### config.mk
export PLATFORM = sky130hd
export DESIGN_NAME = decode
export DESIGN_NICKNAME = d
export VERILOG_FILES = /design/src/rtl/proc_pkg.sv /design/src/rtl/decode.sv
export VERILOG_INCLUDE_DIRS = /design/src
export SDC_FILE = /design/constraint.sdc
export NUM_CORES = 1
export LEC_CHECK = 0
export BUFFER_PORTS_ARGS = -buffer_cell sky130_fd_sc_hd__buf_2
export CORE_ASPECT_RATIO = 0.6
export CORE_UTILIZATION = 30
export CTS_CLUSTER_DIAMETER = 150
export CTS_CLUSTER_SIZE = 25
export DETAILED_ROUTE_END_ITERATION = 7
export GPL_ROUTABILITY_DRIVEN = 1
export HOLD_SLACK_MARGIN = 0.15
export PLACE_DENSITY_LB_ADDON = 0.08
export SETUP_SLACK_MARGIN = 0.02
export SYNTH_ARGS = -nofsm -noshare
export SYNTH_HDL_FRONTEND = slang
export SYNTH_SLANG_ARGS = --single-unit
export TNS_END_PERCENT = 100
### constraint.sdc
create_clock -name clk -period 1.52 [get_ports clk]
set_input_delay 0.304 -clock clk [delete_from_list [all_inputs] [get_ports clk]]
set_output_delay 0.304 -clock clk [all_outputs]
set_load 0.005 [all_outputs]
### src/proc_defs.svh
// Processor core sizes
`ifndef PROC_DEFS_SVH
`define PROC_DEFS_SVH

// Data path and instruction word
`define DATA_W 16

// Register file
`define REG_ADDR_W 3
`define NUM_REGS 8

// Instruction and data memories, in 16-bit words
`define IMEM_WORDS 256
`define DMEM_WORDS 256
`define MEM_IDX_W 8

// Host port
`define APB_ADDR_W 12

`endif
### src/rtl/proc_pkg.sv
// Processor core types
`include "proc_defs.svh"

package proc_pkg;

   typedef enum logic [4:0] {
      OP_HALT = 5'b00000,
      OP_NOP  = 5'b00001,
      OP_J    = 5'b00100,
      OP_ADDI = 5'b01000,
      OP_BEQZ = 5'b01100,
      OP_BNEZ = 5'b01101,
      OP_ST   = 5'b10000,
      OP_LD   = 5'b10001,
      OP_RRR  = 5'b11011
   } opcode_e;

   typedef enum logic [2:0] {
      ALU_ADD,
      ALU_SUB,
      ALU_AND,
      ALU_XOR,
      ALU_PASS_A
   } alu_op_e;

   // Register-register format
   typedef struct packed {
      opcode_e                opcode;
      logic [`REG_ADDR_W-1:0] rs;
      logic [`REG_ADDR_W-1:0] rt;
      logic [`REG_ADDR_W-1:0] rd;
      logic [1:0]             func;
   } r_fmt_t;

   // Immediate format, also used by ST with rd as the data register
   typedef struct packed {
      opcode_e                opcode;
      logic [`REG_ADDR_W-1:0] rs;
      logic [`REG_ADDR_W-1:0] rd;
      logic [4:0]             imm5;
   } i_fmt_t;

   typedef struct packed {
      opcode_e                opcode;
      logic [`REG_ADDR_W-1:0] rs;
      logic [7:0]             imm8;
   } b_fmt_t;

   typedef struct packed {
      opcode_e     opcode;
      logic [10:0] disp11;
   } j_fmt_t;

   typedef union packed {
      r_fmt_t r;
      i_fmt_t i;
      b_fmt_t b;
      j_fmt_t j;
   } instr_u;

   typedef struct packed {
      logic    reg_write;
      logic    mem_read;
      logic    mem_write;
      logic    alu_src_imm;
      alu_op_e alu_op;
      logic    is_beqz;
      logic    is_bnez;
      logic    is_jump;
      logic    is_halt;
   } ctrl_t;

   typedef struct packed {
      logic               valid;
      logic [`DATA_W-1:0] pc;
      instr_u             instr;
   } fd_t;

   typedef struct packed {
      logic                   valid;
      ctrl_t                  ctrl;
      logic [`DATA_W-1:0]     pc_next;
      logic [`DATA_W-1:0]     rs_val;
      logic [`DATA_W-1:0]     rt_val;
      logic [`DATA_W-1:0]     imm;     // Sign extended
      logic [`REG_ADDR_W-1:0] wsel;
   } de_t;

   typedef struct packed {
      logic                   valid;
      logic                   reg_write;
      logic                   mem_read;
      logic                   mem_write;
      logic                   is_halt;
      logic [`DATA_W-1:0]     result;  // ALU result or byte address
      logic [`DATA_W-1:0]     store_data;
      logic [`REG_ADDR_W-1:0] wsel;
   } em_t;

   typedef struct packed {
      logic                   valid;
      logic                   reg_write;
      logic [`REG_ADDR_W-1:0] wsel;
      logic [`DATA_W-1:0]     wdata;
      logic                   is_halt;
   } mw_t;

   typedef struct packed {
      logic               taken;
      logic [`DATA_W-1:0] target;
   } redirect_t;

   typedef struct packed {
      logic                   psel;
      logic                   penable;
      logic                   pwrite;
      logic [`APB_ADDR_W-1:0] paddr;
      logic [`DATA_W-1:0]     pwdata;
   } apb_req_t;

   // Host write into either memory
   typedef struct packed {
      logic                  we;
      logic [`MEM_IDX_W-1:0] idx;
      logic [`DATA_W-1:0]    wdata;
   } host_mem_t;

endpackage

### src/rtl/decode.sv
// Decode stage and register file
`timescale 1ns/100ps
`include "proc_defs.svh"

module decode (
   input  logic          clk,
   input  logic          rst_n,
   input  logic          run,
   input  logic          stall,
   input  logic          flush,
   input  proc_pkg::fd_t fd,
   input  proc_pkg::mw_t mw,
   output proc_pkg::de_t de
);

   localparam logic [`DATA_W-1:0] PC_STEP = 16'd2;

   logic [`DATA_W-1:0]     rf [`NUM_REGS];
   proc_pkg::ctrl_t        ctrl;
   logic [`REG_ADDR_W-1:0] wsel;
   logic [`DATA_W-1:0]     imm;
   logic [`DATA_W-1:0]     rs_val;
   logic [`DATA_W-1:0]     rt_val;
   logic                   wb_en;

   always_comb begin
      ctrl        = '0;
      ctrl.alu_op = proc_pkg::ALU_PASS_A;
      wsel        = fd.instr.i.rd;   // ADDI and LD
      imm         = {{(`DATA_W-5){fd.instr.i.imm5[4]}}, fd.instr.i.imm5};
      case (fd.instr.r.opcode)
         proc_pkg::OP_RRR: begin
            ctrl.reg_write = 1'b1;
            wsel           = fd.instr.r.rd;
            case (fd.instr.r.func)
               2'b00:   ctrl.alu_op = proc_pkg::ALU_ADD;
               2'b01:   ctrl.alu_op = proc_pkg::ALU_SUB;
               2'b10:   ctrl.alu_op = proc_pkg::ALU_AND;
               default: ctrl.alu_op = proc_pkg::ALU_XOR;
            endcase
         end
         proc_pkg::OP_ADDI: begin
            ctrl.reg_write   = 1'b1;
            ctrl.alu_src_imm = 1'b1;
            ctrl.alu_op      = proc_pkg::ALU_ADD;
         end
         proc_pkg::OP_LD: begin
            ctrl.reg_write   = 1'b1;
            ctrl.mem_read    = 1'b1;
            ctrl.alu_src_imm = 1'b1;
            ctrl.alu_op      = proc_pkg::ALU_ADD;
         end
         proc_pkg::OP_ST: begin
            ctrl.mem_write   = 1'b1;
            ctrl.alu_src_imm = 1'b1;
            ctrl.alu_op      = proc_pkg::ALU_ADD;
         end
         proc_pkg::OP_BEQZ: begin
            ctrl.is_beqz = 1'b1;
            imm          = {{(`DATA_W-8){fd.instr.b.imm8[7]}}, fd.instr.b.imm8};
         end
         proc_pkg::OP_BNEZ: begin
            ctrl.is_bnez = 1'b1;
            imm          = {{(`DATA_W-8){fd.instr.b.imm8[7]}}, fd.instr.b.imm8};
         end
         proc_pkg::OP_J: begin
            ctrl.is_jump = 1'b1;
            imm          = {{(`DATA_W-11){fd.instr.j.disp11[10]}}, fd.instr.j.disp11};
         end
         proc_pkg::OP_HALT: ctrl.is_halt = 1'b1;
         default: ;   // NOP and unused opcodes
      endcase
   end

   assign wb_en = mw.valid && mw.reg_write;

   // Same-cycle writeback is visible to the read ports
   assign rs_val = (wb_en && mw.wsel == fd.instr.r.rs) ? mw.wdata : rf[fd.instr.r.rs];
   assign rt_val = (wb_en && mw.wsel == fd.instr.r.rt) ? mw.wdata : rf[fd.instr.r.rt];

   always_ff @(posedge clk) begin
      if (wb_en)
         rf[mw.wsel] <= mw.wdata;
   end

   always_ff @(posedge clk or negedge rst_n) begin
      if (!rst_n)
         de <= '0;
      else if (!run || stall || flush || !fd.valid)
         de <= '0;   // Bubble
      else
         de <= '{valid: 1'b1, ctrl: ctrl, pc_next: fd.pc + PC_STEP, rs_val: rs_val,
                 rt_val: rt_val, imm: imm, wsel: wsel};
   end

endmodule

# Word level (Yosys, flattened, before mapping)
# Memory sizes are Yosys's and may differ from the RTL's.
# Cells that the tools add are included.
dict set report word_totals {
  reg_bits 79
  latchBits 0
  ram_bits 128
  mem_bits_ro 0
  output_inout_bits 79
  elab_cells 58
  memories 1
}
# name words width read_ports rd_clocked_by_memory_dff wr line
set mem_list {}
lappend mem_list {rf 8 16 2 0 1 decode.sv:18} ;# logic [`DATA_W-1:0] rf [`NUM_REGS];
dict set report classes {
  add_sub_neg 1
  multipliers 0
  n_div 0
  order_cmp 0
  eq_ne 11
  shift 0
  mux 17
  bitwise 0
  reduce_logical 13
}
# operator count
set op_table {}
lappend op_table {{$mux W79} 1}
lappend op_table {{$mux W16} 2}
lappend op_table {{$pmux W16 S2} 1}
lappend op_table {{$add A16 B2 Y16 const B} 1}
lappend op_table {{$eq A5 B4 Y1 const B} 3}
lappend op_table {{$eq A5 B5 Y1 const B} 3}
lappend op_table {{$mux W1} 10}
lappend op_table {{$eq A3 B3 Y1} 2}
lappend op_table {{$pmux W2 S3} 1}
lappend op_table {{$pmux W3 S2} 1}
lappend op_table {{$reduce_or A3 Y1} 2}
lappend op_table {{$eq A5 B3 Y1 const B} 1}
lappend op_table {{$logic_not A5 Y1} 1}
lappend op_table {{$logic_and A1 B1 Y1} 3}
lappend op_table {{$logic_or A1 B1 Y1} 3}
lappend op_table {{$mux W3} 1}
lappend op_table {{$eq A2 B1 Y1 const B} 1}
lappend op_table {{$eq A2 B2 Y1 const B} 1}
lappend op_table {{$logic_not A1 Y1} 2}
lappend op_table {{$logic_not A2 Y1} 1}
lappend op_table {{$reduce_or A2 Y1} 1}

# Depth between registers and ports, before layout
# Gate-level depths: netlist of the first run.
dict set report logic_depth {
  word_depth 5
  mapped_depth 6
  depth_no_buf 5
}

# Least setup slack after synthesis of the first run
# Ideal clock, no wire load.
dict set report synth_timing {
  path_kind {input-to-reg}
  from {input port mw[21] (netlist name)}
  to {memory rf[0][0] (netlist name) (enable)}
  setup_time_ps 409
  arrival_time_ps 1713
  t_required_ps 1111
  path_slack_ps -602
  stages 3
  n_path_buf 0
  cell_sequence {and2_1 nand2b_1 nor3_1}
}
dict set report synth_via {
  elab_chain_len 3
}
# element line
set synth_rtl {}
lappend synth_rtl {{start, declared} decode.sv:12} ;# input proc_pkg::mw_t mw,
lappend synth_rtl {{$logic_and A1 B1 Y1} decode.sv:75} ;# assign wb_en = mw.valid && mw.reg_write;
lappend synth_rtl {{$mux W1} decode.sv:82} ;# if (wb_en)
lappend synth_rtl {{$mux W1 (implied by the code)} decode.sv:83} ;# rf[mw.wsel] <= mw.wdata;
lappend synth_rtl {{end, declared} decode.sv:18}
# No other way between the ends.

# Worst setup path after layout of the first run
dict set report layout_timing {
  from {input port fd[25] (netlist name)}
  to {register de[64] (netlist name)}
}
dict set report layout_via {
  elab_chain_len 2
}
# element line
set layout_rtl {}
lappend layout_rtl {{start, declared} decode.sv:11} ;# input proc_pkg::fd_t fd,
lappend layout_rtl {{$add A16 B2 Y16} decode.sv:92} ;# de <= '{valid: 1'b1, ctrl: ctrl, pc_next: fd.pc + PC_STEP, rs_val: rs_val,
lappend layout_rtl {{$mux W79} decode.sv:89} ;# else if (!run || stall || flush || !fd.valid)
lappend layout_rtl {{end signal, assigned} decode.sv:92}
lappend layout_rtl {{end, declared} decode.sv:13} ;# output proc_pkg::de_t de
# No other way between the ends.

==> results by group, run 1 <==
Floorplan
  – Number of I/O pins: 139
  – Die Span X: 225 um
  – Die area: 0.0307 mm2
  – Starting Density: 0.309
  – Die Span Y: 136 um
  – Core area: 0.0291 mm2
  – Rows: 48

Final layout
  – Layout net count: between 700 and 800
  – Footprint of the multi-input gates: between 0.003 and 0.004 mm2
  – Commonest non-fill, non-tap cell in the layout: buf_2
  – Most frequent cells in the layout: buf_2, edfxtp_1, dfrtp_1
  – Storage cell area: 0.00570 mm2
  – Antenna Cells: 0
  – Share of post-route cells with drive strength above 1: 0.317
  – Final std cells w/o fill: 1142
  – P&R area growth vs syn: 24.8%
  – Fill cells: 2736
  – Core Util, Final: 0.385

Detailed routing
  – TritonRoute pass-1 iters: 4
  – # DRC: 0
  – Via Count: between 5000 and 6000
  – ANT nets after route: 0
  – Routed WL: 23.6 mm
  – DRT iter0 DRCs: 263
  – Via density: 4.75
  – Drt wl/cell: 20.6 um

Power
  – Pint: 8090 uW
  – Lkg Pwr: 0.00456 uW
  – PD cells: 935 mW/mm2
  – Sw frac: 0.229
  – VDD IR-drop max: 527 uV
  – Comb pwr share: 0.098
  – Clk pwr share: 0.331
  – Seq pwr share: 0.571
  – Sw Pwr: ~2400 uW

Run
  – Max-cap violations: 0

Timing
  – Finish-stage setup viols: 0
  – Max Clk Rate: 682 MHz
  – RSZ-0062 raised after global routing: true
  – Final min period: 1.47 ns
  – Least-Margin Pin Slew: 0.372 ns
  – Final worst path period share: 0.965
  – Rel. slew slack: 0.745
  – Fin. Hold Viols: 0
  – Max Slew Vio Count: 0
  – Final WS setup: 0.0533 ns
  – Worst Clk Skew: 0.0265 ns

Setup path
  – R2r setup slk: 0.16 ns
  – FF-to-FF End: de[20]
  – Type of origin of the critical path: primary input
  – WP data required: 1.89 ns
  – Reg2Reg Depth: 3
  – WP data arrival: 1.83 ns
  – RR Startpoint: rf[5][1]
  – CP Capture Type: register
  – CP Max Fanout: 5
  – Crit path kind: in2reg

Clock tree
  – Worst-skew pair later-pin latency: 0.47 ns
  – CTS tree: done
  – # clock sinks: 202
  – CTS H-tree lvls: 1
  – Root Buffer: clkbuf_16
  – CTS Buffer Depth: 3
  – Num CTS Buffers: 12
  – Clock transition at path regs: 0.10 ns

Place
  – Placement Setup Slack: -0.173 ns
  – Placed cell count: 1081
  – Placed wire-length estimate: roughly 16 mm
  – Port buffer count: 137
  – RePlAce Congestion: 0.765

Logic synthesis
  – Post-Synthesis Cells: between 500 and 600
  – Seq/Total Area, Yosys: 0.634
  – Syn_area_per_cell: 16.8 um2
  – Post-synthesis cell type count: 38
  – Area of the mapped netlist: 0.00899 mm2
  – Post-synthesis async set-or-reset flop share: 0.366
  – Register bit total from synthesis: 202
  – Main synth FF type: edfxtp_1
  – Synthesized net count: 597
  – YS warnings: 0
  – Post-synth EDFFs: 128

Worst hold path
  – Hold_sp: fd[20]
  – Min-Delay Path Depth: 3
  – Worst hold endpoint: de[55]
  – Worst Hold Class: in2reg

Global routing
  – GRT Residual Overflow: 0
  – Vias in the first global route: roughly 5700
  – First-pass GRT wire length: 35.4 mm
  – All-Layer GR Usage: 0.155
  – Initial antenna violation count: 0
  – Pin count of the biggest net entering global routing: 27

Outcome
  – Outcome: complete, no violations
[critical path: stages]
cell and delay (ns):
dlygate4sd3_1 0.53, buf_2 0.14, nand4_1 0.27, nor4_1 0.38, xnor2_1 0.16, nor2_1 0.06
[repair_timing]
item                                   CTS  global route
gates resized for setup                  0             6
endpoints found under the hold margin  225             0
setup endpoints to repair                0            10
buffers inserted                         0             0
hold buffers                            41             0
[flip-flops by register name (all words and copies together) (netlist names)]
name,cells
rf,128
de,74
[power by group through the flow]
stage | clock, uW | sequential [uW] | combinational, uW
6_report | 3470 | 5990 | 1030
5_1_grt | 3800 | 6000 | 1120
4_1_cts | 3640 | 5990 | 1040
3_5_place_dp | 0 | 6110 | 953
3_3_place_gp | 0 | 6110 | 940
2_1_floorplan | 0 | 6100 | 529
[metrics by stage]
step	total power, uW	instance area [um2]	TNS, ns	hold WS [ns]
after global placement	7050	10400	-3.67	0.238
final	10500	11200	0	0.177
after detailed placement	7060	10400	-3.68	0.245
after CTS	10700	11200	0	0.152
after floorplan	6630	9000	-18.53	0.00841
after global routing	10900	11200	-0.0170	0.171
[logic make-up (layout without fill, tap and decap cells)]
| logic type | count (synthesis) | after routing | share of synthesized area |
|---|---|---|---|
| xor+xnor | 18 | 18 | 0.0175 |
| fa+ha+maj | 1 | 1 | 0.00139 |
| compound gates | 79 | 79 | 0.0458 |
| buf+inv | 47 | 253 | 0.0348 |
| flops | 202 | 202 | 0.634 |
| simple gates | 90 | 90 | 0.0505 |
| mux | 99 | 99 | 0.216 |
[cell usage after synthesis (3+ instances only)]
| master | n | area share |
|---|---|---|
| a21oi_1 | 38 | 0.021 |
| and2_1 | 10 | 0.0070 |
| buf_12 | 3 | 0.0067 |
| buf_2 | 14 | 0.0078 |
| buf_4 | 8 | 0.0067 |
| buf_6 | 5 | 0.0063 |
| clkbuf_1 | 9 | 0.0038 |
| dfrtp_1 | 74 | 0.21 |
| edfxtp_1 | 128 | 0.43 |
| inv_1 | 5 | 0.0021 |
| mux2i_1 | 35 | 0.039 |
| mux4_1 | 41 | 0.12 |
| mux4_2 | 23 | 0.058 |
| nand2_1 | 13 | 0.0054 |
| nand2b_1 | 5 | 0.0035 |
| nand3_1 | 5 | 0.0028 |
| nand4_1 | 4 | 0.0028 |
| nor2_1 | 30 | 0.013 |
| nor3_1 | 9 | 0.0050 |
| nor4_1 | 6 | 0.0042 |
| o21ai_0 | 35 | 0.019 |
| xnor2_1 | 15 | 0.015 |
| xor2_1 | 3 | 0.0029 |
[worst max-delay path by stage]
stage	to	start	depth (start not counted)	slack, ns
floorplan	rf[2][0]	mw[19]	3	-0.20
global placement	de[40]	fd[9]	5	-0.16
detailed placement	de[46]	fd[9]	5	-0.17
CTS	de[11]	fd[12]	7	0.06
global route	de[0]	fd[15]	7	-0.01
finish	de[64]	fd[25]	6	0.05
[layer usage]
layer,track usage,wire (um),share of wire,up-vias
li1,-,-,-,2512
met1,0.221,11400,0.49,2812
met2,0.256,11300,0.48,91
met3,0.0218,614,0.026,15
met4,0.0212,221,0.0094,0
met5,0,0,0,-
[final cells by class]
class | instances | area share
flip-flops and latches | 202 | 0.508
multi-input cells | 287 | 0.270
repair buffers | 228 | 0.143
well taps | 400 | 0.0446
clock buffers | 19 | 0.0310
clock inverters | 1 | 0.00268
inverters | 5 | 0.00167
No activity file was read; power rests on OpenSTA's default activity.
==> run 2: changes to the inputs <==
--- a/config.mk
+++ b/config.mk
@@ -16,3 +16,3 @@
 export HOLD_SLACK_MARGIN = 0.15
-export PLACE_DENSITY_LB_ADDON = 0.08
+export PLACE_DENSITY = 0.47
 export SETUP_SLACK_MARGIN = 0.02
--- a/constraint.sdc
+++ b/constraint.sdc
@@ -3,2 +3,2 @@
 set_output_delay 0.304 -clock clk [all_outputs]
-set_load 0.005 [all_outputs]
+set_load 0.01 [all_outputs]
==> run 2 against run 1 <==
Net effect: setup slack gained 0.020 ns; combinational power about the same; clock skew rose by 0.00057 ns; clock power about the same; register-to-register slack improved by 0.02 ns; hold slack improved by 0.13 ns; sequential share of layout area shrank 0.20 points; non-clock buffer count decreased by 4; count of clock-buffer cells in the layout unchanged; flip-flop and latch count is the same.
==> results by group, run 2 (synthesis gave the netlist of run 1 again) <==
Floorplan
  – Starting Density: 0.309 (unchanged)
  – Rows: 48 (unchanged)
  – Core area: 0.0291 mm2 (unchanged)
  – Die area: 0.0307 mm2 (unchanged)
  – Number of I/O pins: 139 (unchanged)
  – Die Span Y: 136 um (unchanged)
  – Die Span X: 225 um (unchanged)

Final layout
  – Core Util, Final: 0.387 (+0.00150)
  – P&R area growth vs syn: 25.3%
  – Antenna Cells: 0 (unchanged)
  – Most frequent cells in the layout: buf_2, edfxtp_1, dfrtp_1
  – Largest regs: rf x128, de x74
  – Max reg flops: 128 (unchanged)
  – Share of post-route cells with drive strength above 1: 0.312 (-0.00506)
  – Commonest non-fill, non-tap cell in the layout: buf_2
  – Layout net count: 793 (-0.50%)
  – Reg with most FFs: rf

Timing
  – Least-Margin Pin Slew: 0.441 ns (+0.0686 ns)
  – Worst Clk Skew: 0.0271 ns (+0.000567 ns)
  – Final worst path period share: 0.952 (-0.0129)
  – Final min period: 1.45 ns (-0.0196 ns)
  – Finish-stage setup viols: 0 (unchanged)
  – Rel. slew slack: 0.706 (-0.0393)
  – RSZ-0062 raised after global routing: true
  – Fin. Hold Viols: 0 (unchanged)
  – Max Slew Vio Count: 0 (unchanged)
  – Max Clk Rate: 691 MHz (+1.4%)
  – Final WS setup: 0.0729 ns (+0.0196 ns)

Setup path
  – Type of origin of the critical path: primary input
  – CP Capture Type: register
  – CP Max Fanout: 7 (+2)
  – WP data arrival: 1.86 ns (+0.03 ns)
  – WP data required: 1.93 ns (+0.04 ns)
  – Crit path kind: in2reg

Global routing
  – All-Layer GR Usage: 0.151 (-0.00394)
  – Vias in the first global route: 5701 (+0.87%)
  – Initial antenna violation count: 0 (unchanged)
  – GRT Residual Overflow: 0 (unchanged)
  – First-pass GRT wire length: 34.7 mm (-2.0%)
  – Pin count of the biggest net entering global routing: 75 (+180%)

Power
  – PD cells: 933 mW/mm2 (-0.19%)
  – VDD IR-drop max: 627 uV (+19%)
  – Total power: 10500 uW (+0.20%)
  – Lkg Pwr: 0.00457 uW (+0.16%)

Clock tree
  – Worst-skew pair later-pin latency: 0.47 ns (about the same)
  – # clock sinks: 202 (unchanged)
  – Num CTS Buffers: 12 (unchanged)
  – CTS H-tree lvls: 1 (unchanged)
  – Root Buffer: clkbuf_16
  – CTS tree: done
  – Clock transition at path regs: 0.10 ns (about the same)
  – CTS Buffer Depth: 3 (unchanged)

Detailed routing
  – ANT nets after route: 0 (unchanged)
  – TritonRoute pass-1 iters: 4 (unchanged)
  – DRT iter0 DRCs: 272 (+3.4%)
  – # DRC: 0 (unchanged)
  – Via density: 4.86 (+2.2%)
  – Drt wl/cell: 20.1 um (-2.3%)
  – Via Count: 5528 (+1.8%)
  – Routed WL: 22.9 mm (-2.7%)

Place
  – Placed wire-length estimate: 15.1 mm (-5.9%)
  – Placement Setup Slack: -0.143 ns (+0.0300 ns)
  – Port buffer count: 137 (unchanged)
  – RePlAce Congestion: 0.798 (+4.3%)

Worst hold path
  – Worst Hold Class: in2reg

Outcome
  – Outcome: complete, no violations

Run
  – Max-cap violations: 0 (unchanged)
==> run 2: cell count changes in the layout (fill, tap and decap cells not counted), sizes merged <==
cell         delta
buf             -6
dlygate4sd3     +2
==> run 2: worst max-delay path, cell delays in order <==
cell           delay (ns)
dlygate4sd3_1        0.55
buf_2                0.13
nand3_1              0.30
or3_1                0.42
a21oi_1              0.14
==> run 2: worst paths after layout <==
kind	start	end	slack [ns]	cells past startpoint
worst min register to register	rf[1][12]	de[47]	0.78	3
worst min-delay path	fd[9]	de[12]	0.31	4
max in group asynchronous	rst_n	de[43]	0.76	3
worst max-delay path	fd[17]	de[57]	0.07	5
worst max register to register	rf[2][8]	de[43]	0.18	3
min in group asynchronous	rst_n	de[76]	0.38	3
==> run 2: report_power, final <==
group	total (uW)	switching (uW)	leakage, uW	internal [uW]
registers	5990	37.4	0.00218	5950
logic	1050	537	0.00221	508
clock network	3480	1840	0.000179	1630
total	10500	2420	0.00457	8090
==> run 2: per-layer routing <==
| layer | GRT usage | share of wire | vias up | routed length (um) |
|---|---|---|---|---|
| li1 | - | - | 2505 | - |
| met1 | 0.209 | 0.46 | 2860 | 10500 |
| met2 | 0.249 | 0.48 | 145 | 11000 |
| met3 | 0.0318 | 0.050 | 18 | 1140 |
| met4 | 0.0212 | 0.010 | 0 | 231 |
| met5 | 0 | 0 | - | 0 |
==> run 2: timing repair <==
action                                 CTS  global route
hold buffers                            43             0
setup endpoints to repair                0             9
gates resized for setup                  0             9
buffers inserted                         0             1
endpoints found under the hold margin  232             0
==> run 2: per-stage QoR <==
step	instance area, um2	instances	setup TNS [ns]	hold WS, ns
3_5_place_dp	10400	1074	-3.60	0.370
4_1_cts	11200	1137	0	0.283
5_1_grt	11300	1138	0	0.299
2_1_floorplan	9000	536	-18.53	0.00841
3_3_place_gp	10400	1074	-3.09	0.364
6_report	11300	1138	0	0.309
==> run 2: area by class of cell <==
type	count	area, um2
clock inverters	1	30.0
flip-flops and latches	202	5700
well taps	400	500
repair buffers	224	1620
multi-input cells	287	3050
clock buffers	19	348
fillers	2722	17900
inverters	5	18.8
