File: config.mk
export PLATFORM = sky130hd
export DESIGN_NAME = host_apb
export DESIGN_NICKNAME = d
export VERILOG_FILES = /design/src/rtl/proc_pkg.sv /design/src/rtl/host_apb.sv
export VERILOG_INCLUDE_DIRS = /design/src
export SDC_FILE = /design/constraint.sdc
export NUM_CORES = 1
export LEC_CHECK = 0
export ABC_AREA = 1
export BUFFER_PORTS_ARGS = -buffer_cell sky130_fd_sc_hd__buf_4
export CAP_MARGIN = 15
export CORE_AREA = 2 2 74 55
export CTS_CLUSTER_DIAMETER = 80
export DETAILED_ROUTE_END_ITERATION = 8
export DIE_AREA = 0 0 76 57
export PLACE_DENSITY = 0.83
export SETUP_SLACK_MARGIN = 0.15
export SYNTH_ARGS = -nofsm -noshare
export SYNTH_HDL_FRONTEND = slang
export SYNTH_SLANG_ARGS = --single-unit
File: constraint.sdc
create_clock -name clk -period 1.1 [get_ports clk]
set_clock_uncertainty 0.2 [all_clocks]
set_input_delay 0.055 -clock clk [delete_from_list [all_inputs] [get_ports clk]]
set_output_delay 0.055 -clock clk [all_outputs]
set_load 0.02 [all_outputs]
File: src/proc_defs.svh
// Processor core sizes
`ifndef PROC_DEFS_SVH
`define PROC_DEFS_SVH

// Data path and instruction word
`define DATA_W 16

// Register file
`define REG_ADDR_W 3
`define NUM_REGS 8

// Instruction and data memories, in 16-bit words
`define IMEM_WORDS 256
`define DMEM_WORDS 256
`define MEM_IDX_W 8

// Host port
`define APB_ADDR_W 12

`endif
File: src/rtl/proc_pkg.sv
// Processor core types
`include "proc_defs.svh"

package proc_pkg;

   typedef enum logic [4:0] {
      OP_HALT = 5'b00000,
      OP_NOP  = 5'b00001,
      OP_J    = 5'b00100,
      OP_ADDI = 5'b01000,
      OP_BEQZ = 5'b01100,
      OP_BNEZ = 5'b01101,
      OP_ST   = 5'b10000,
      OP_LD   = 5'b10001,
      OP_RRR  = 5'b11011
   } opcode_e;

   typedef enum logic [2:0] {
      ALU_ADD,
      ALU_SUB,
      ALU_AND,
      ALU_XOR,
      ALU_PASS_A
   } alu_op_e;

   // Register-register format
   typedef struct packed {
      opcode_e                opcode;
      logic [`REG_ADDR_W-1:0] rs;
      logic [`REG_ADDR_W-1:0] rt;
      logic [`REG_ADDR_W-1:0] rd;
      logic [1:0]             func;
   } r_fmt_t;

   // Immediate format, also used by ST with rd as the data register
   typedef struct packed {
      opcode_e                opcode;
      logic [`REG_ADDR_W-1:0] rs;
      logic [`REG_ADDR_W-1:0] rd;
      logic [4:0]             imm5;
   } i_fmt_t;

   typedef struct packed {
      opcode_e                opcode;
      logic [`REG_ADDR_W-1:0] rs;
      logic [7:0]             imm8;
   } b_fmt_t;

   typedef struct packed {
      opcode_e     opcode;
      logic [10:0] disp11;
   } j_fmt_t;

   typedef union packed {
      r_fmt_t r;
      i_fmt_t i;
      b_fmt_t b;
      j_fmt_t j;
   } instr_u;

   typedef struct packed {
      logic    reg_write;
      logic    mem_read;
      logic    mem_write;
      logic    alu_src_imm;
      alu_op_e alu_op;
      logic    is_beqz;
      logic    is_bnez;
      logic    is_jump;
      logic    is_halt;
   } ctrl_t;

   typedef struct packed {
      logic               valid;
      logic [`DATA_W-1:0] pc;
      instr_u             instr;
   } fd_t;

   typedef struct packed {
      logic                   valid;
      ctrl_t                  ctrl;
      logic [`DATA_W-1:0]     pc_next;
      logic [`DATA_W-1:0]     rs_val;
      logic [`DATA_W-1:0]     rt_val;
      logic [`DATA_W-1:0]     imm;     // Sign extended
      logic [`REG_ADDR_W-1:0] wsel;
   } de_t;

   typedef struct packed {
      logic                   valid;
      logic                   reg_write;
      logic                   mem_read;
      logic                   mem_write;
      logic                   is_halt;
      logic [`DATA_W-1:0]     result;  // ALU result or byte address
      logic [`DATA_W-1:0]     store_data;
      logic [`REG_ADDR_W-1:0] wsel;
   } em_t;

   typedef struct packed {
      logic                   valid;
      logic                   reg_write;
      logic [`REG_ADDR_W-1:0] wsel;
      logic [`DATA_W-1:0]     wdata;
      logic                   is_halt;
   } mw_t;

   typedef struct packed {
      logic               taken;
      logic [`DATA_W-1:0] target;
   } redirect_t;

   typedef struct packed {
      logic                   psel;
      logic                   penable;
      logic                   pwrite;
      logic [`APB_ADDR_W-1:0] paddr;
      logic [`DATA_W-1:0]     pwdata;
   } apb_req_t;

   // Host write into either memory
   typedef struct packed {
      logic                  we;
      logic [`MEM_IDX_W-1:0] idx;
      logic [`DATA_W-1:0]    wdata;
   } host_mem_t;

endpackage

File: src/rtl/host_apb.sv
// APB host port and run control
`timescale 1ns/100ps
`include "proc_defs.svh"

module host_apb (
   input  logic                clk,
   input  logic                rst_n,
   input  proc_pkg::apb_req_t  apb_req,
   input  logic [`DATA_W-1:0]  imem_rdata,
   input  logic [`DATA_W-1:0]  dmem_rdata,
   input  proc_pkg::mw_t       mw,
   output logic [`DATA_W-1:0]  prdata,
   output logic                pslverr,
   output logic                run,
   output proc_pkg::host_mem_t imem_wr,
   output proc_pkg::host_mem_t dmem_wr
);

   localparam logic [1:0] REGION_IMEM = 2'b00;
   localparam logic [1:0] REGION_DMEM = 2'b01;
   localparam logic [1:0] REGION_CTRL = 2'b10;

   logic                  access;
   logic [1:0]            region;
   logic [`MEM_IDX_W-1:0] idx;
   logic                  mem_wr;
   logic                  halted;

   assign access = apb_req.psel && apb_req.penable;   // Zero wait access phase
   assign region = apb_req.paddr[`APB_ADDR_W-1:`APB_ADDR_W-2];
   assign idx    = apb_req.paddr[`MEM_IDX_W+1:2];
   assign mem_wr = access && apb_req.pwrite && !run;

   assign imem_wr = '{we: mem_wr && region == REGION_IMEM, idx: idx, wdata: apb_req.pwdata};
   assign dmem_wr = '{we: mem_wr && region == REGION_DMEM, idx: idx, wdata: apb_req.pwdata};

   always_ff @(posedge clk or negedge rst_n) begin
      if (!rst_n) begin
         run    <= 1'b0;
         halted <= 1'b0;
      end else begin
         if (mw.valid && mw.is_halt)
            halted <= 1'b1;
         if (access && apb_req.pwrite && region == REGION_CTRL) begin
            run <= apb_req.pwdata[0];
            if (apb_req.pwdata[0] && !run)
               halted <= 1'b0;   // Fresh start
         end
      end
   end

   always_comb begin
      case (region)
         REGION_IMEM: prdata = run ? '0 : imem_rdata;
         REGION_DMEM: prdata = run ? '0 : dmem_rdata;
         REGION_CTRL: prdata = {{(`DATA_W-2){1'b0}}, halted, run};
         default:     prdata = '0;
      endcase
   end

   // Memories are locked while the core runs
   assign pslverr = access && run && (region == REGION_IMEM || region == REGION_DMEM);

endmodule

After elaboration in Yosys (flattened, before gate mapping)

Index checks and enable logic that the tools add are counted.

Output and inout bits: 68
Input port bits: 87
Register bits: 2
Logic and storage cells: 23

Muxes and demuxes: 6
Equal/unequal tests: 2
Reduce and logical (&&, ||, !) cells: 13

Operators by type and width:

| kind                 | count |
|---|---|
| $pmux W16 S3         | 1 |
| $mux W16             | 2 |
| $logic_and A1 B1 Y1  | 10 |
| $mux W1              | 3 |
| $eq A2 B1 Y1 const B | 1 |
| $eq A2 B2 Y1 const B | 1 |
| $logic_not A2 Y1     | 1 |
| $logic_not A1 Y1     | 1 |
| $logic_or A1 B1 Y1   | 1 |

Longest topological paths before layout

Gate-level depths: netlist of the first run.

Depth after elaboration: 4
Mapped depth: 5
Depth with buffers taken out: 5

Worst setup path before layout of the first run

No wires, ideal clock.

Kind: reg2out
Start point: register run
End point: output pslverr
Data arrival time: 1.291 ns
Cell stages (with the launch flop): 5
Path slack: -0.446 ns
Required time: 0.845 ns
Path buffers: 2
Cells stage by stage: dfrtp_1 -> buf_6 -> inv_2 -> buf_6 -> nor3_1

Cells in the longest elaborated chain, start to end: 2

Ends and longest elaborated chain:

| what                              | RTL line       | source |
|---|---|---|
| start: declaration                | host_apb.sv:14 | `output logic run,` |
| start signal: assignment          | host_apb.sv:45 | `run <= apb_req.pwdata[0];` |
| $logic_and A1 B1 Y1 (2 in series) | host_apb.sv:62 | `assign pslverr = access && run && (region == REGION_IMEM \|\| region == REGION_DMEM);` |
| end: declaration                  | host_apb.sv:13 | `output logic pslverr,` |

No other way between the ends.

==> summary.md, run 1 <==
| Metric | Value |
|---|---|
| Status | `complete, but fails checks` |
| Failing checks | `hold timing, setup timing` |
| Max Fclk | `between 700 and 800 MHz` |
| Yosys cell types | `17` |
| Cts hold-fix bufs | `24` |
| Crit path max fanout | `7` |
| TritonCTS clock tree | `done` |
| CTS Buf Count | `3` |
| Hold Path Class | `input port to flip-flop` |
| CORE AREA | `roughly 3700 um^2` |
| Rows | `19` |
| CTS H-tree depth | `1` |
| Seq pwr share | `8.6%` |
| Drt drc | `0` |
| Peak VDD IR | `around 330 uV` |
| Unrepaired setup endpoints after global routing | `true` |
| FF-to-FF setup slack | `-0.25 ns` |
| Net Sw Frac | `roughly 44%` |
| NumNets Final | `268` |
| Final hold vios | `4` |
| Cell Pwr Density | `809.7 nW/um^2` |
| Clock buffer depth | `2` |
| Final period utilization | `129.0%` |
| Rel. slew slack | `a little over two thirds` |
| Detailed Place HPWL | `1.852 mm` |
| Share of the synthesized area in the top cell type | `43.75%` |
| Most frequent cells in the layout | `buf_4, dlymetal6s4s_1, nand3_1` |
| Clk network pwr share | `between 20% and 30%` |
| # IOs | `155` |
| DIE HEIGHT | `approximately 57 um` |
| Total Routing Usage GR | `between 10 and 15%` |
| P_sw | `between 0.5 and 0.6 mW` |
| Largest net degree at the start of global routing | `24` |
| First-pass GRT wire length | `just under 4 mm` |
| Syn Area/Cell | `6.418 um^2` |
| RR Endpoint | `halted$_DFF_PN0_` |
| Die X | `about 76 um` |
| CP Data Arrival Time | `around 1.2 ns` |
| Setup crit end kind | `primary output` |
| Number of global-route vias before repair | `just over 900` |
| Antenna violations before repair | `0` |
| Worst-Margin Slew | `~0.46 ns` |
| Total power | `roughly 1.2 mW` |
| TNS Setup | `-5.952 ns` |
| Placed Instances | `a little over 200` |
| Final setup violation count | `22` |
| WL/cell | `between 10 and 15 um` |
| R2R cell count | `6` |
| Final min period | `1.419 ns` |
| Mapped Cells | `131` |
| YS warnings | `0` |
| Via count | `962` |
| R2r startpoint | `run$_DFFE_PN0P_` |
| Final WS setup | `-0.3193 ns` |
| Hold Path Sink | `run$_DFFE_PN0P_` |
| Largest cells by area after synthesis | `buf_4, nand2_1, nand3_1, dfrtp_1, nand3_2` |
| Placement Setup Slack | `-0.1640 ns` |
| Req. time, crit path | `between 0.8 and 0.9 ns` |
| Final hold slack | `-0.07514 ns` |
| Static Leak | `0.9296 nW` |
| Port bufs | `63` |
| Share of cells above drive strength 1 | `61.67%` |
| Total of max-cap violations | `0` |
| Full die area | `approximately 4300 um^2` |
| Drt via density | `4.147` |
| Clk sinks | `2` |
| Gpl congestion | `0.7088` |
| Crit path kind | `flip-flop to primary output` |
| Syn_nets | `about 220` |
| Total gr overflow | `0` |
| Worst skew pair latency | `between 0.2 and 0.25 ns` |
| Initial Util | `22.82%` |
| First-pass DRT Iterations | `4` |
| Non-filler instance count after layout | `between 200 and 250` |
| DRT antenna net count | `0` |
| Cells on Worst Hold Path | `3` |
| FF+latch count, synth | `2` |
| Pins Over Slew Limit | `0` |
| Layout fillers | `359` |
| Comb pwr share | `between 60% and 70%` |
| ANT cells | `0` |
| Syn Std Cell Area | `between 800 and 900 um^2` |
| Area leader, netlist | `buf_4` |
| Layout area overhead | `80.95%` |
| Setup crit start kind | `flip-flop` |
| WL final | `around 2.6 mm` |
| Register area share after synthesis | `5.952%` |
| Min-Delay Startpoint | `apb_req[0]` |
| Int Pwr | `0.6889 mW` |
| Most common cell after layout, fill and taps aside | `buf_4` |
| Clock slew at reported path FFs | `around 0.03 ns` |
| Number of DRC markers in iteration 0 | `13` |
| Clock root buffer | `clkbuf_8` |
-- cells in the mapped netlist --
master   count
buf_4       49
nand3_2      4
a21o_1       1
inv_2        3
nor3_1       2
dfrtp_1      2
nor2_4       1
buf_6        3
a21oi_2      2
nand2_2      2
nor2_1       3
nand2_1     28
inv_1        5
a21oi_1      1
nand3_1     21
buf_8        1
nor2_2       3
-- power by group through the flow --
stage                     clock network (mW)  logic (mW)  registers (mW)
after floorplan                            0       0.591           0.101
final                                  0.302       0.824           0.106
after CTS                              0.309       0.812           0.107
after global placement                     0       0.581          0.0969
after detailed placement                   0       0.588          0.0981
after global routing                   0.313       0.877           0.108
-- per-stage QoR --
step | utilization (%) | instance area [um^2]
3_3_place_gp | 30.87 | 1137
4_1_cts | 39.39 | 1451
5_1_grt | 41.29 | 1521
6_report | 41.29 | 1521
3_5_place_dp | 30.87 | 1137
2_1_floorplan | - | 932.1
-- layer usage --
metal  wire, um  vias up  GRT usage [%]
li1           -      464              -
met1        888      434          12.07
met2       1468       60          21.81
met3        226        4          2.215
met4         48        0          3.117
met5          0        -              0
-- flip-flops by register name, indices dropped and copies added, names as in the netlist --
name	count
run	1
halted	1
-- how the worst max path moves through the flow --
stage / from / end / slack, ns / depth (start not counted)
detailed placement: run$_DFFE_PN0P_ / prdata[0] / -0.16 / 4
global route: run$_DFFE_PN0P_ / prdata[0] / -0.37 / 4
CTS: run$_DFFE_PN0P_ / prdata[0] / -0.32 / 4
global placement: run$_DFFE_PN0P_ / prdata[0] / -0.15 / 4
finish: run$_DFFE_PN0P_ / imem_wr[24] / -0.32 / 3
floorplan: run$_DFFE_PN0P_ / prdata[1] / -0.15 / 5
-- worst max-delay path, cell delays in order, from the launching register on --
cell and delay, ns:
dfrtp_2 0.46, buf_6 0.17, nor3_4 0.19, buf_6 0.14
-- kinds of logic after synthesis --
family,after synthesis,synth area share (%)
flip-flops,2,5.953
AND/OR/NAND/NOR,64,37.35
buffers and inverters,61,53.12
AO/OA/AOI/OAI,4,3.572
-- repair_timing --
| item | in CTS | in global routing |
|---|---|---|
| buffers inserted | 1 | 0 |
| hold endpoints to repair | 50 | 4 |
| endpoints found under the setup margin | 22 | 68 |
| gates resized for setup | 6 | 26 |
| pin swaps | 0 | 0 |
-- layout make-up --
class	count	area, um^2	share of cell area, %
Clock buffer	4	45.04	2.961
Inverter	8	37.54	2.467
Multi-Input combinational cell	68	441.7	29.03
Sequential cell	2	51.30	3.372
Tap cell	52	65.06	4.276
Timing Repair Buffer	98	880.8	57.89
No activity file was read; power rests on OpenSTA's default activity.
==> run 2, diff against run 1 <==
- SKIP_CTS_REPAIR_TIMING: default -> 1
==> run 2 against run 1 <==
The flow still finishes with violations (hold timing, setup timing). Hold slack gained 0.00099 ns. Clock power hardly changed. Clock-buffer cell count unchanged. Die area stayed put. Largest power group unchanged.
==> summary.md, run 2 (synthesis results as in run 1) <==
| Metric | Value |
|---|---|
| Drt drc | `0 (unchanged)` |
| Placed Area | `1137 um^2 (unchanged)` |
| CTS H-tree depth | `1 (unchanged)` |
| CP Buf/Inv Count | `2 (unchanged)` |
| FF-to-FF setup slack | `-0.11 ns (+0.14 ns)` |
| Number of global-route vias before repair | `801 (-12%)` |
| First-pass GRT wire length | `3.525 mm (-11%)` |
| Setup crit end | `imem_wr[24]` |
| Placement Setup Slack | `-0.1640 ns (unchanged)` |
| Total power | `1.201 mW (-2.5%)` |
| First-pass DRT Iterations | `5 (+1)` |
| DIE HEIGHT | `57 um (unchanged)` |
| Setup crit end kind | `primary output` |
| Gpl congestion | `0.7088 (unchanged)` |
| Drt via density | `4.082 (-1.6%)` |
| CTS Buf Count | `3 (unchanged)` |
| WL/cell | `11.11 um (-2.0%)` |
| CP Data Arrival Time | `1.19 ns (+0.03 ns)` |
| Total Routing Usage GR | `9.839% (-1.2 points)` |
| DRT antenna net count | `0 (unchanged)` |
| Status | `complete, but fails checks` |
| TNS Setup | `-5.833 ns (+0.1192 ns)` |
| Die X | `76 um (unchanged)` |
| Initial Util | `22.82% (unchanged)` |
| Final Cell Area | `1439 um^2 (-5.4%)` |
| Hold Path Class | `input port to flip-flop` |
| Full die area | `4332 um^2 (unchanged)` |
| Total of max-cap violations | `0 (unchanged)` |
| Rows | `19 (unchanged)` |
| Failing checks | `hold timing, setup timing` |
| Clk sinks | `2 (unchanged)` |
| Worst skew pair latency | `0.21 ns (about the same)` |
| Max Fclk | `689.8 MHz (-2.1%)` |
| Final setup violation count | `35 (+59%)` |
| Final hold slack | `-0.07415 ns (+0.0009909 ns)` |
| ANT cells | `0 (unchanged)` |
| Placed Instances | `203 (unchanged)` |
| Worst path depth | `3 (unchanged)` |
| Total gr overflow | `0 (unchanged)` |
| Final min period | `1.450 ns (+0.03038 ns)` |
| Antenna violations before repair | `0 (unchanged)` |
| Static Leak | `0.7157 nW (-23%)` |
| R2r startpoint | `run$_DFFE_PN0P_` |
| Detailed Place HPWL | `1.852 mm (unchanged)` |
| NumNets Final | `267 (-0.37%)` |
| Crit path max fanout | `8 (+1)` |
| Regs by FF count | `halted (1), run (1)` |
| Worst setup path start | `run$_DFFE_PN0P_` |
| Clock buffer depth | `2 (unchanged)` |
| Req. time, crit path | `0.84 ns (about the same)` |
| Crit-path max cell delay | `0.46 ns (about the same)` |
| Clock slew at reported path FFs | `0.03 ns (about the same)` |
| Crit path kind | `flip-flop to primary output` |
| Delay-heaviest family, CP | `flip-flops` |
| CORE AREA | `3685 um^2 (unchanged)` |
| Worst path slowest cell | `dfrtp_2` |
| Layout area overhead | `71.13%` |
| Peak VDD IR | `323.3 uV (-0.61%)` |
| Final hold vios | `4 (unchanged)` |
| Crit-path cells | `buf_6, nor3_2, buf_4` |
| Number of DRC markers in iteration 0 | `10 (-3)` |
| Final period utilization | `131.8% (+2.8 points)` |
| Clock root buffer | `clkbuf_8` |
| Final WS setup | `-0.3497 ns (-0.03038 ns)` |
| Worst-Margin Slew | `0.4262 ns (-0.03535 ns)` |
| WL final | `2.566 mm (-2.5%)` |
| Pins Over Slew Limit | `0 (unchanged)` |
| # IOs | `155 (unchanged)` |
| Unrepaired setup endpoints after global routing | `true` |
| R2R cell count | `5 (-1)` |
| Share of cells above drive strength 1 | `61.45% (-0.21 points)` |
| Non-filler instance count after layout | `231 (-0.43%)` |
| Most frequent cells in the layout | `buf_4, dlygate4sd3_1, nand3_1` |
| Port bufs | `63 (unchanged)` |
| RR Endpoint | `halted$_DFF_PN0_` |
| Most common cell after layout, fill and taps aside | `buf_4` |
| Cell Pwr Density | `834.9 nW/um^2 (+3.1%)` |
| Rel. slew slack | `71.49% (+2.1 points)` |
| Largest net degree at the start of global routing | `24 (unchanged)` |
| TritonCTS clock tree | `done` |
| Setup crit start kind | `flip-flop` |
| Via count | `943 (-2.0%)` |
[run 2: power breakdown]
part,total (mW),switching [mW],leakage [nW],internal [mW]
Clock,0.302,0.0568,0.0228,0.246
Combinational,0.793,0.458,0.672,0.335
Sequential,0.106,0.0212,0.0206,0.0850
[run 2: area by class of cell]
type,instances,area [um^2]
repair buffers,97,804.5
flip-flops and latches,2,51.30
clock buffers,4,45.04
inverters,8,37.54
multi-input cells,68,435.4
well taps,52,65.06
fillers,380,2246
[run 2: worst min-delay path: stages]
cell,delay [ns]
buf_4,0.10
nand3_1,0.07
nand2_1,0.08
[run 2: worst min path at each step]
stage | startpoint | to | depth (start not counted)
finish | apb_req[0] | run$_DFFE_PN0P_ | 3
global route | apb_req[0] | run$_DFFE_PN0P_ | 3
CTS | rst_n | run$_DFFE_PN0P_ | 1
detailed placement | rst_n | halted$_DFF_PN0_ | 1
global placement | rst_n | halted$_DFF_PN0_ | 1
floorplan | rst_n | halted$_DFF_PN0_ | 0
[run 2: layer usage]
layer	global-route usage (%)	wire length [um]	vias to the layer above
met4	5.974	20	0
met2	16.96	1438	50
met5	0	0	-
met1	10.91	902	429
li1	-	-	462
met3	3.006	205	2
[run 2: through the flow]
step	util [%]	hold slack, ns
after floorplan	-	-0.4406
after global placement	30.87	-0.3526
after detailed placement	30.87	-0.3563
after CTS	32.09	-0.5771
after global routing	39.05	-0.04121
final	39.05	-0.07415
==> run 3, diff against run 2 <==
- BUFFER_PORTS_ARGS: -buffer_cell sky130_fd_sc_hd__buf_4 -> default
- CORE_AREA: 2 2 74 55 -> 2 2 60 62
- DIE_AREA: 0 0 76 57 -> 0 0 62 64
- DONT_BUFFER_PORTS: default -> 1
- PLACE_DENSITY: 0.83 -> 0.47
==> run 3 against run 2 <==
The flow still finishes with violations (hold timing, setup timing). Hold slack got worse by 0.16 ns. Via count fell by 24%. Core utilization fell by 9.6 points. Combinational power fell by 25%. Global-route usage fell by 1.4 points. First-iteration DRC count rose by 30%. Register-to-register slack got worse by 0.03 ns. Highest routed layer is now met3. Clock-buffer cell count did not move. Sequential power barely moved.
==> summary.md, run 3 (synthesis results as in run 1) <==
| Metric | Value |
|---|---|
| Status | `complete, but fails checks` |
| Failing checks | `hold timing, setup timing` |
| ANT cells | `0 (unchanged)` |
| Placement Setup Slack | `-0.1067 ns (+0.05732 ns)` |
| # IOs | `155 (unchanged)` |
| CTS Buf Count | `3 (unchanged)` |
| Final period utilization | `126.1% (-5.7 points)` |
| Hold Path Class | `input port to flip-flop` |
| Rel. slew slack | `71.51% (about the same)` |
| Final WS setup | `-0.2867 ns (+0.06298 ns)` |
| Drt via density | `4.426 (+8.4%)` |
| Clk sinks | `2 (unchanged)` |
| Delay-heaviest family, CP | `flip-flops` |
| DRT antenna net count | `0 (unchanged)` |
| Die X | `62 um (-18%)` |
| Pins Over Slew Limit | `0 (unchanged)` |
| Crit path kind | `flip-flop to primary output` |
| Regs by FF count | `halted (1), run (1)` |
| Crit path max fanout | `4 (-4)` |
| FF-to-FF setup slack | `-0.14 ns (-0.03 ns)` |
| Largest net degree at the start of global routing | `24 (unchanged)` |
| Setup crit end kind | `primary output` |
| Unrepaired setup endpoints after global routing | `true` |
| Setup crit start kind | `flip-flop` |
| Port bufs | `0 (-100%)` |
| NumNets Final | `204 (-24%)` |
| Layout area overhead | `15.18%` |
| Worst-Margin Slew | `0.4259 ns (-0.0003252 ns)` |
| Crit-path cells | `buf_6, nor3_4, buf_6` |
| CP Data Arrival Time | `1.13 ns (-0.06 ns)` |
| Final hold vios | `7 (+3)` |
| Via count | `717 (-24%)` |
| Clock buffer depth | `2 (unchanged)` |
| Static Leak | `0.4044 nW (-44%)` |
| Worst skew pair latency | `0.23 ns (+0.02 ns)` |
| CP Buf/Inv Count | `2 (unchanged)` |
| Peak VDD IR | `235.0 uV (-27%)` |
| WL final | `2.154 mm (-16%)` |
| Number of global-route vias before repair | `562 (-30%)` |
| Cell Pwr Density | `912.8 nW/um^2 (+9.3%)` |
| Most frequent cells in the layout | `dlygate4sd3_1, nand3_1, nand2_1` |
| Detailed Place HPWL | `1.602 mm (-14%)` |
| Crit-path max cell delay | `0.47 ns (about the same)` |
| Full die area | `3968 um^2 (-8.4%)` |
| Total power | `0.8840 mW (-26%)` |
| Share of cells above drive strength 1 | `39.66% (-22 points)` |
| Gpl congestion | `0.6644 (-6.3%)` |
| Max Fclk | `721.1 MHz (+4.5%)` |
| Number of DRC markers in iteration 0 | `13 (+3)` |
| Worst path slowest cell | `dfrtp_2` |
| Final setup violation count | `27 (-23%)` |
| Most common cell after layout, fill and taps aside | `dlygate4sd3_1` |
| CORE AREA | `3284 um^2 (-11%)` |
| Total Routing Usage GR | `8.482% (-1.4 points)` |
| Rows | `21 (+2)` |
| TritonCTS clock tree | `done` |
| DIE HEIGHT | `64 um (+12%)` |
| Clock slew at reported path FFs | `0.04 ns (about the same)` |
| Final hold slack | `-0.2298 ns (-0.1557 ns)` |
| WL/cell | `13.30 um (+20%)` |
| Initial Util | `25.60% (+2.8 points)` |
| Layout fillers | `362 (-4.7%)` |
| Total of max-cap violations | `0 (unchanged)` |
| Antenna violations before repair | `0 (unchanged)` |
| First-pass GRT wire length | `2.504 mm (-29%)` |
| Clock root buffer | `clkbuf_4` |
| Drt drc | `0 (unchanged)` |
| CTS H-tree depth | `1 (unchanged)` |
| Req. time, crit path | `0.84 ns (about the same)` |
| First-pass DRT Iterations | `2 (-3)` |
| Total gr overflow | `0 (unchanged)` |
| Most frequent CP cell | `buf_6` |
| Final min period | `1.387 ns (-0.06298 ns)` |
## run 3: final cells by class
cell class	count	area [um^2]	share of cell area, %
multi-input cells	68	457.9	47.29
repair buffers	34	337.8	34.88
well taps	46	57.56	5.943
flip-flops and latches	2	51.30	5.297
inverters	8	37.54	3.876
clock buffers	4	26.28	2.713
## run 3: path summary, 6_finish.rpt
| kind | start | endpoint | cells past startpoint |
|---|---|---|---|
| max in group asynchronous | rst_n | halted$_DFF_PN0_ | 1 |
| max | run$_DFFE_PN0P_ | imem_wr[24] | 3 |
| min | apb_req[0] | run$_DFFE_PN0P_ | 2 |
| min in group asynchronous | rst_n | run$_DFFE_PN0P_ | 1 |
| max reg2reg | run$_DFFE_PN0P_ | halted$_DFF_PN0_ | 5 |
| min reg2reg | halted$_DFF_PN0_ | halted$_DFF_PN0_ | 3 |
## run 3: routing by layer
metal	part of all wire [%]	GRT usage (%)	up-vias
met2	54	16.15	81
met1	31	6.326	303
met5	0	0	-
met3	15	3.846	0
met4	0	5.053	0
li1	-	-	333
## run 3: through the flow
step / cells / area (um^2) / util [%] / TNS (ns)
3_5_place_dp: 133 / 649.4 / 19.77 / -1.355
5_1_grt: 162 / 968.4 / 29.49 / -6.892
6_report: 162 / 968.4 / 29.49 / -5.061
4_1_cts: 137 / 675.6 / 20.57 / -6.256
3_3_place_gp: 133 / 649.4 / 19.77 / -1.116
2_1_floorplan: 131 / 932.1 / - / -2.226
## run 3: report_power, final
group	switching, mW	total [mW]	internal [mW]
Clock	0.0488	0.184	0.135
Sequential	0.0230	0.108	0.0849
Combinational	0.411	0.592	0.181
Total	0.483	0.884	0.401
